File: src/dcacheSettings.svh
// Data cache geometry and data width macros
`ifndef DCACHE_SETTINGS_SVH
`define DCACHE_SETTINGS_SVH

// Set count and its log2, kept in step by hand
`define DCACHE_SETS 8
`define DCACHE_INDEX_W 3

// Datapath widths
`define DCACHE_WORD_W 32
`define DCACHE_ADDR_W 32

// Offsets inside an address
`define DCACHE_BLK_OFF_W 1
`define DCACHE_BYTE_OFF_W 2

// Whatever is left of the address after index and offsets
`define DCACHE_TAG_W \
  (`DCACHE_ADDR_W - `DCACHE_INDEX_W - `DCACHE_BLK_OFF_W - `DCACHE_BYTE_OFF_W)

`endif
File: src/dcacheTypesPkg.sv
// Data cache types for address fields, requests, frames and controller states
`include "dcacheSettings.svh"

package dcacheTypesPkg;

  typedef logic [`DCACHE_WORD_W-1:0] word_t;
  typedef logic [`DCACHE_TAG_W-1:0] dcacheTag_t;
  typedef logic [`DCACHE_INDEX_W-1:0] dcacheIndex_t;

  typedef struct packed {
    dcacheTag_t   tag;
    dcacheIndex_t index;
    logic         blkOff;   // Word select within block
    logic [1:0]   byteOff;  // Ignored, word access only
  } dcacheAddr_t;

  // Datapath side request, held until dhit
  typedef struct packed {
    logic        ren;
    logic        wen;
    dcacheAddr_t addr;
    word_t       store;
  } cpuReq_t;

  // RAM side request, done when dwait is low
  typedef struct packed {
    logic        ren;
    logic        wen;
    dcacheAddr_t addr;
    word_t       store;
  } memReq_t;

  typedef struct packed {
    logic       valid;
    logic       dirty;
    dcacheTag_t tag;
    word_t [1:0] data;  // Indexed by blkOff
  } frame_t;

  typedef enum logic [3:0] {
    stIdle,
    stWriteBack0,
    stWriteBack1,
    stFetch0,
    stFetch1,
    stFlushScan,
    stFlushWb0,
    stFlushWb1,
    stFlushed
  } cacheState_t;

endpackage

File: src/dcache.sv
// Write-back two-way data cache between the datapath and a word memory
`timescale 1ns/1ps

module dcache (
  input  logic                    CLK,
  input  logic                    rstN,
  input  dcacheTypesPkg::cpuReq_t cpuReq,
  input  logic                    halt,
  output logic                    dhit,
  output dcacheTypesPkg::word_t   dmemload,
  output logic                    flushed,
  output dcacheTypesPkg::memReq_t memReq,
  input  logic                    dwait,
  input  dcacheTypesPkg::word_t   dload
);
  import dcacheTypesPkg::*;

  // Controller to frame store
  dcacheAddr_t lookupAddr;
  logic        writeWord;
  word_t       writeData;
  logic        fillWord;
  word_t       fillData;
  logic        touch;
  logic        cleanVictim;
  logic        scanWay;
  logic        useScan;

  // Frame store to controller
  logic        hit;
  frame_t      victim;

  frameStore i_frameStore (
    .CLK         (CLK),
    .rstN        (rstN),
    .lookupAddr  (lookupAddr),
    .writeWord   (writeWord),
    .writeData   (writeData),
    .fillWord    (fillWord),
    .fillData    (fillData),
    .touch       (touch),
    .cleanVictim (cleanVictim),
    .scanWay     (scanWay),
    .useScan     (useScan),
    .hit         (hit),
    .hitData     (dmemload),  // Load data valid with dhit
    .victim      (victim)
  );

  missController i_missController (
    .CLK         (CLK),
    .rstN        (rstN),
    .cpuReq      (cpuReq),
    .halt        (halt),
    .hit         (hit),
    .victim      (victim),
    .dwait       (dwait),
    .dload       (dload),
    .lookupAddr  (lookupAddr),
    .writeWord   (writeWord),
    .writeData   (writeData),
    .fillWord    (fillWord),
    .fillData    (fillData),
    .touch       (touch),
    .cleanVictim (cleanVictim),
    .scanWay     (scanWay),
    .useScan     (useScan),
    .memReq      (memReq),
    .dhit        (dhit),
    .flushed     (flushed)
  );

endmodule

File: src/missController.sv
// Data cache controller for hits, write-back, block fill and halt flush
`timescale 1ns/1ps
`include "dcacheSettings.svh"

module missController (
  input  logic                         CLK,
  input  logic                         rstN,
  input  dcacheTypesPkg::cpuReq_t      cpuReq,
  input  logic                         halt,
  input  logic                         hit,
  input  dcacheTypesPkg::frame_t       victim,
  input  logic                         dwait,
  input  dcacheTypesPkg::word_t        dload,
  output dcacheTypesPkg::dcacheAddr_t  lookupAddr,
  output logic                         writeWord,
  output dcacheTypesPkg::word_t        writeData,
  output logic                         fillWord,
  output dcacheTypesPkg::word_t        fillData,
  output logic                         touch,
  output logic                         cleanVictim,
  output logic                         scanWay,
  output logic                         useScan,
  output dcacheTypesPkg::memReq_t      memReq,
  output logic                         dhit,
  output logic                         flushed
);
  import dcacheTypesPkg::*;

  cacheState_t state;
  cacheState_t nextState;

  // Flush position as {done, set, way}
  logic [`DCACHE_INDEX_W+1:0] flushCnt;
  logic                       flushStep;
  dcacheIndex_t               scanIndex;
  logic                       reqValid;
  logic                       victimDirty;

  // Word aligned address of one word in a block
  function automatic dcacheAddr_t blockAddr(input dcacheTag_t tag,
                                            input dcacheIndex_t index,
                                            input logic blkOff);
    dcacheAddr_t a;
    a.tag     = tag;
    a.index   = index;
    a.blkOff  = blkOff;
    a.byteOff = 2'b00;
    return a;
  endfunction

  assign scanIndex   = flushCnt[`DCACHE_INDEX_W:1];
  assign scanWay     = flushCnt[0];
  assign reqValid    = cpuReq.ren || cpuReq.wen;
  assign victimDirty = victim.valid && victim.dirty;
  assign writeData   = cpuReq.store;
  assign fillData    = dload;
  assign flushed     = (state == stFlushed);  // Held until reset

  // Frame lookup depends only on state, so no loop through the frame store
  always_comb begin
    lookupAddr = cpuReq.addr;
    useScan    = 1'b0;
    unique case (state)
      stFetch0:
        lookupAddr = blockAddr(cpuReq.addr.tag, cpuReq.addr.index, 1'b0);
      stFetch1:
        lookupAddr = blockAddr(cpuReq.addr.tag, cpuReq.addr.index, 1'b1);
      stFlushScan, stFlushWb0, stFlushWb1: begin
        lookupAddr = blockAddr('0, scanIndex, 1'b0);  // Tag unused in scan
        useScan    = 1'b1;
      end
      default: ;
    endcase
  end

  always_comb begin
    nextState   = state;
    writeWord   = 1'b0;
    fillWord    = 1'b0;
    touch       = 1'b0;
    cleanVictim = 1'b0;
    flushStep   = 1'b0;
    dhit        = 1'b0;
    memReq      = '0;
    unique case (state)
      stIdle: begin
        if (halt) begin
          nextState = stFlushScan;  // Pending request is dropped
        end else if (reqValid) begin
          if (hit) begin
            dhit      = 1'b1;
            writeWord = cpuReq.wen;
            touch     = 1'b1;
          end else if (victimDirty) begin
            nextState = stWriteBack0;
          end else begin
            nextState = stFetch0;
          end
        end
      end
      stWriteBack0: begin
        memReq.wen   = 1'b1;
        memReq.addr  = blockAddr(victim.tag, cpuReq.addr.index, 1'b0);
        memReq.store = victim.data[0];
        if (!dwait) begin
          nextState = stWriteBack1;
        end
      end
      stWriteBack1: begin
        memReq.wen   = 1'b1;
        memReq.addr  = blockAddr(victim.tag, cpuReq.addr.index, 1'b1);
        memReq.store = victim.data[1];
        if (!dwait) begin
          cleanVictim = 1'b1;
          nextState   = stFetch0;
        end
      end
      stFetch0: begin
        memReq.ren  = 1'b1;
        memReq.addr = lookupAddr;
        if (!dwait) begin
          fillWord  = 1'b1;
          nextState = stFetch1;
        end
      end
      stFetch1: begin
        memReq.ren  = 1'b1;
        memReq.addr = lookupAddr;
        if (!dwait) begin
          fillWord  = 1'b1;
          touch     = 1'b1;  // New block is most recent
          nextState = stIdle;
        end
      end
      stFlushScan: begin
        if (flushCnt[`DCACHE_INDEX_W+1]) begin
          nextState = stFlushed;  // Walked every set and way
        end else if (victimDirty) begin
          nextState = stFlushWb0;
        end else begin
          flushStep = 1'b1;
        end
      end
      stFlushWb0: begin
        memReq.wen   = 1'b1;
        memReq.addr  = blockAddr(victim.tag, scanIndex, 1'b0);
        memReq.store = victim.data[0];
        if (!dwait) begin
          nextState = stFlushWb1;
        end
      end
      stFlushWb1: begin
        memReq.wen   = 1'b1;
        memReq.addr  = blockAddr(victim.tag, scanIndex, 1'b1);
        memReq.store = victim.data[1];
        if (!dwait) begin
          cleanVictim = 1'b1;
          flushStep   = 1'b1;
          nextState   = stFlushScan;
        end
      end
      stFlushed: ;  // Wait here for reset
      default:
        nextState = stIdle;
    endcase
  end

  always_ff @(posedge CLK) begin
    if (!rstN) begin
      state    <= stIdle;
      flushCnt <= '0;
    end else begin
      state <= nextState;
      if (flushStep) begin
        flushCnt <= flushCnt + 1'b1;
      end
    end
  end

endmodule

File: src/frameStore.sv
// Two-way set associative frame storage with tag compare and LRU victim choice
`timescale 1ns/1ps
`include "dcacheSettings.svh"

module frameStore (
  input  logic                        CLK,
  input  logic                        rstN,
  input  dcacheTypesPkg::dcacheAddr_t lookupAddr,
  input  logic                        writeWord,
  input  dcacheTypesPkg::word_t       writeData,
  input  logic                        fillWord,
  input  dcacheTypesPkg::word_t       fillData,
  input  logic                        touch,
  input  logic                        cleanVictim,
  input  logic                        scanWay,
  input  logic                        useScan,
  output logic                        hit,
  output dcacheTypesPkg::word_t       hitData,
  output dcacheTypesPkg::frame_t      victim
);
  import dcacheTypesPkg::*;

  dcacheTag_t              tagMem  [2][`DCACHE_SETS];
  word_t                   dataMem [2][`DCACHE_SETS][2];
  logic [`DCACHE_SETS-1:0] validBits [2];
  logic [`DCACHE_SETS-1:0] dirtyBits [2];
  logic [`DCACHE_SETS-1:0] lruBits;  // Least recently used way per set

  dcacheIndex_t idx;
  logic [1:0]   wayHit;
  logic         hitWay;
  logic         victimWay;
  logic         touchWay;

  assign idx = lookupAddr.index;

  always_comb begin
    for (int w = 0; w < 2; w++) begin
      wayHit[w] = validBits[w][idx] && (tagMem[w][idx] == lookupAddr.tag);
    end
  end

  assign hit     = |wayHit;
  assign hitWay  = wayHit[1];  // Both ways never hold the same tag
  assign hitData = dataMem[hitWay][idx][lookupAddr.blkOff];

  // Empty way first, then the older one
  always_comb begin
    if (useScan) begin
      victimWay = scanWay;  // Flush walks ways in order
    end else if (!validBits[0][idx]) begin
      victimWay = 1'b0;
    end else if (!validBits[1][idx]) begin
      victimWay = 1'b1;
    end else begin
      victimWay = lruBits[idx];
    end
  end

  always_comb begin
    victim.valid   = validBits[victimWay][idx];
    victim.dirty   = dirtyBits[victimWay][idx];
    victim.tag     = tagMem[victimWay][idx];
    victim.data[0] = dataMem[victimWay][idx][0];
    victim.data[1] = dataMem[victimWay][idx][1];
  end

  assign touchWay = hit ? hitWay : victimWay;

  always_ff @(posedge CLK) begin
    if (!rstN) begin
      for (int w = 0; w < 2; w++) begin
        validBits[w] <= '0;
        dirtyBits[w] <= '0;
      end
      lruBits <= '0;
    end else begin
      if (writeWord && hit) begin
        dirtyBits[hitWay][idx] <= 1'b1;
      end
      if (fillWord) begin
        // Frame stays invalid until the second word lands
        validBits[victimWay][idx] <= lookupAddr.blkOff;
        dirtyBits[victimWay][idx] <= 1'b0;
      end
      if (cleanVictim) begin
        dirtyBits[victimWay][idx] <= 1'b0;  // Written back to RAM
      end
      if (touch) begin
        lruBits[idx] <= ~touchWay;  // Other way becomes the older one
      end
    end
  end

  always_ff @(posedge CLK) begin
    if (writeWord && hit) begin
      dataMem[hitWay][idx][lookupAddr.blkOff] <= writeData;
    end
    if (fillWord) begin
      dataMem[victimWay][idx][lookupAddr.blkOff] <= fillData;
      tagMem[victimWay][idx] <= lookupAddr.tag;
    end
  end

endmodule

File: config.mk
export PLATFORM = sky130hd
export DESIGN_NAME = dcache
export DESIGN_NICKNAME = d
export VERILOG_FILES = /design/src/dcacheTypesPkg.sv /design/src/dcache.sv /design/src/missController.sv /design/src/frameStore.sv
export VERILOG_INCLUDE_DIRS = /design/src /design/src/src
export SDC_FILE = /design/constraint.sdc
export NUM_CORES = 2
export LEC_CHECK = 0
export BUFFER_PORTS_ARGS = -buffer_cell sky130_fd_sc_hd__buf_2
export CORE_UTILIZATION = 52
export CTS_BUF_LIST = sky130_fd_sc_hd__clkbuf_2 sky130_fd_sc_hd__clkbuf_4 sky130_fd_sc_hd__clkbuf_8
export CTS_CLUSTER_DIAMETER = 200
export DETAILED_ROUTE_END_ITERATION = 12
export PLACE_DENSITY_LB_ADDON = 0.05
export SLEW_MARGIN = 30
export SYNTH_ARGS = -nofsm -noshare
export SYNTH_HDL_FRONTEND = slang
export SYNTH_SLANG_ARGS = --single-unit
File: constraint.sdc
create_clock -name CLK -period 6.4 [get_ports CLK]
set_input_delay 0.32 -clock CLK [delete_from_list [all_inputs] [get_ports CLK]]
set_output_delay 0.32 -clock CLK [all_outputs]
set_load 0.005 [all_outputs]
==> results.py <==
metrics = {
    "layout": {
        "post_layout_nonfiller_instances": 9733,
        "drive_above_1_share_pct": 18.2,
        "synthToLayoutAreaGrowth_pct": 17.9,
        "nNetsFinal": 7762,
    },
    "global_route": {
        "wire_length_of_the_first_global_routing_pass_mm": 446,
        "overflow": 0,
        "global_route_usage_sum_pct": 42.9,
        "vias_in_the_first_global_route": 62522,
        "antenna_found_initial": 13,
        "grt_max_degree": 171,
    },
    "synthesis": {
        "yosysWarnings": 0,
        "avgSynthCellArea_um2": 10.4,
        "yosys-top-cells-count": "nand2_1 (2,086), edfxtp_1 (1,472), nand3_1 (736)",
        "yosys-top-cells-area": "edfxtp_1 (59%), nand2_1 (10%), nand3_1 (4.9%)",
        "postSynthCellCount": 7192,
        "synthArstFlopShare_pct": 0,
        "synth-seq-area-share_pct": 59.5,
        "post-synth-top-count-cell": "nand2_1",
        "synthesis.area_um2": 74900,
        "synth_enable_flop_cells": 1472,
        "yosysTopAreaCellShare_pct": 59.0,
        "synth_area_leader_cell": "edfxtp_1",
        "synthFlopType": "edfxtp_1",
        "postSynthRegisterBits": 1489,
        "synth.distinct_cells": 98,
    },
    "setup_path": {
        "crit_path_cell_trace": "buf_8, o21bai_4, buf_12, buf_12, o21ai_4, buf_6, and3_1, a211oi_1, o31a_1, or2_2, or4b_4, nand4bb_4, or2_4, buf_8, buf_4, mux2i_1, o221ai_1, a31oi_2, a22oi_2, buf_2",
        "type_of_element_launching_the_critical_path": "register",
        "critical_path.slowest_cell": "or4b_4",
        "timing_worst_setup_path_type": "reg2out",
        "critPathBufInv": 7,
        "critPathMaxFanout": 33,
        "cp_data_arrival_time_ns": 6.06,
        "cpPeakStageDelay_ns": 0.61,
        "worst_setup_path_end_kind": "primary output",
        "delay_heaviest_family_cp": "simple AND/OR/NAND/NOR gates",
        "worst_ep_required_time_ns": 6.08,
    },
    "run_status": {
        "outcome": "finished, final reports clean",
    },
    "timing": {
        "final-max-slew-violation-count": 0,
        "finClkSkew_ns": 0.0903,
        "worst-slew-pin-transition_ns": 1.08,
        "post-route-min-period_ns": 6.38,
        "setup-violations-final": 0,
        "final.setup.tns_ns": 0,
        "hold_violations": 0,
        "unrepaired_setup_endpoints_after_global_routing": "true",
        "max_clock_freq_mhz": 157,
        "fin_crit_sh_pct": 99.7,
        "timing.max_slew.rel_slack_pct": 28.3,
    },
    "route": {
        "dr.first_iter.drc_count": 9321,
        "first_pass_iters": 8,
        "vias": 65942,
        "postRouteWirelength_mm": 320,
        "drc": 0,
        "detail_route.vias_per_cell": 6.78,
        "routedWlPerCell_um": 32.8,
        "route.antenna.remaining_nets": 0,
    },
    "clock_tree": {
        "clk-insertion-delay-late_ns": 1.01,
        "cts_tree": "yes",
        "tritoncts.num_buffers": 277,
        "clkSinkCount": 1489,
        "cts.reportedPaths.clkPinSlew_ns": 0.06,
        "cts-root-buf": "clkbuf_8",
        "cts_max_path_buffers": 4,
        "clock_tree.htree_level_count": 5,
    },
    "place": {
        "place.detailed.hpwl_mm": 197,
        "placed_cells_incl_taps": 9194,
        "numPortBuffers": 197,
        "gpl.final_weighted_congestion": 1.02,
    },
    "die": {
        "fp.dieW_um": 382,
        "boundaryPins": 202,
        "initial_core_util_pct": 52.6,
        "die_y_um": 382,
        "placementRows": 138,
        "die_area_um2": 146000,
        "coreArea_um2": 142000,
    },
    "power_and_ir_drop": {
        "finalPower_uw": 32500,
        "power-per-cell-area_nw_per_um2": 368,
        "highest_ir_drop_seen_on_vdd_uv": 364,
        "total_leakage_power_uw": 0.0329,
    },
    "min_path": {
        "timing.hold.worst.class": "in2reg",
    },
    "run": {
        "max_cap_violations": 0,
    },
}
==> cells in the final DEF (no fill, tap or decap), types with 18 or more instances in the layout <==
| cell | instances |
|---|---|
| nor2_1 | 71 |
| inv_1 | 44 |
| clkbuf_4 | 82 |
| o21ai_0 | 109 |
| edfxtp_1 | 1472 |
| a311oi_1 | 60 |
| o22ai_1 | 109 |
| a211oi_1 | 56 |
| a311o_1 | 18 |
| a32oi_1 | 53 |
| clkinv_2 | 18 |
| nor4_1 | 40 |
| buf_4 | 397 |
| nand2_2 | 29 |
| a31oi_1 | 182 |
| nand2b_1 | 24 |
| nor3_1 | 64 |
| nor2_4 | 44 |
| mux2i_1 | 293 |
| mux4_2 | 27 |
| a21o_1 | 26 |
| a22oi_1 | 38 |
| o211ai_1 | 18 |
| xnor2_1 | 34 |
| nand4_1 | 22 |
| a21oi_1 | 328 |
| nand3_1 | 732 |
| o221ai_1 | 70 |
| buf_12 | 137 |
| buf_2 | 197 |
| dlygate4sd3_1 | 19 |
| a22o_1 | 18 |
| and3_1 | 167 |
| clkinv_1 | 59 |
| nand2_1 | 2051 |
| o41ai_1 | 19 |
| clkbuf_8 | 287 |
==> state kept, by name, indices dropped and copies added (netlist names) <==
register,cells
i_missController.flushCnt,5
i_frameStore.validBits,16
i_frameStore.dirtyBits,16
i_frameStore.tagMem,416
i_missController.state,4
i_frameStore.dataMem,1024
i_frameStore.lruBits,8
==> area by class of cell <==
type | count | area (µm²)
antenna | 5 | 12.5
clock buffer | 369 | 4570
clock inverter | 89 | 475
fill | 11571 | 54000
inverter | 48 | 194
multi-input combinational | 5061 | 28700
sequential | 1489 | 44600
tap | 1890 | 2360
timing repair buffer | 782 | 7410
==> worst reg2reg max path: cells and delay by family (launching register included) <==
family          cells  cell delay, ns
buf+inv             7            1.93
simple gates        6            1.23
flops               1            0.32
compound gates      6            1.65
xor+xnor            1            0.28
==> metal layers <==
layer | global-route usage (%) | part of all wire [%]
met4 | 29.6 | 8.2
met1 | 53.9 | 35
met3 | 7.93 | 11
met2 | 67.5 | 45
met5 | 0 | 0.018
==> what timing repair did <==
action	CTS	global route
hold endpoints to repair	196	16
pin swaps	17	19
hold buffers	18	1
buffers inserted	40	11
setup endpoints to repair	81	49
gates cloned	4	2
gates resized for setup	89	45
==> power breakdown <==
part           leakage (µW)  internal (µW)  switching, µW
logic                0.0168           3940           8270
clock network       0.00266           4720           4050
registers            0.0134          11400           65.9
total                0.0329          20100          12400
==> cell families (layout without fill, tap and decap cells) <==
| kind of cell | count (synthesis) | after routing | share of synthesized area, % |
|---|---|---|---|
| buffers and inverters | 644 | 1288 | 3.59 |
| multiplexers | 345 | 345 | 5.09 |
| adder cells (fa/ha/maj) | 1 | 1 | 0.0167 |
| AND/OR/NAND/NOR | 3383 | 3384 | 19.7 |
| other | 1 | 7 | 0.00501 |
| flip-flops | 1489 | 1489 | 59.5 |
| AO/OA/AOI/OAI | 1289 | 1289 | 11.7 |
| XOR/XNOR | 40 | 40 | 0.468 |
==> path summary, 6_finish.rpt <==
kind | cells after the start | slack [ns] | endpoint | from
worst min-delay path | 3 | 0.05 | i_frameStore.tagMem[1][91] | cpuReq[51]
worst min register to register | 2 | 0.50 | i_missController.flushCnt[4] | i_missController.flushCnt[4]
worst max-delay path | 20 | 0.02 | dmemload[3] | i_missController.state[1]
worst max register to register | 20 | 0.67 | i_frameStore.dataMem[0][192] | i_missController.state[3]
==> metrics by stage <==
stage | setup WS [ns] | hold WS (ns) | utilization [%] | instance area [µm²]
final | 0.0166 | 0.0529 | 62.1 | 88300
after global routing | -0.0804 | 0.0432 | 62.0 | 88300
after CTS | 0.00214 | 0.00743 | 61.8 | 87900
after detailed placement | 0.347 | 0.496 | 57.5 | 81800
after global placement | 0.309 | 0.489 | 57.4 | 81700
after floorplan | 0.422 | 0.460 | - | 74900
Power figures use the tool's default switching activity.
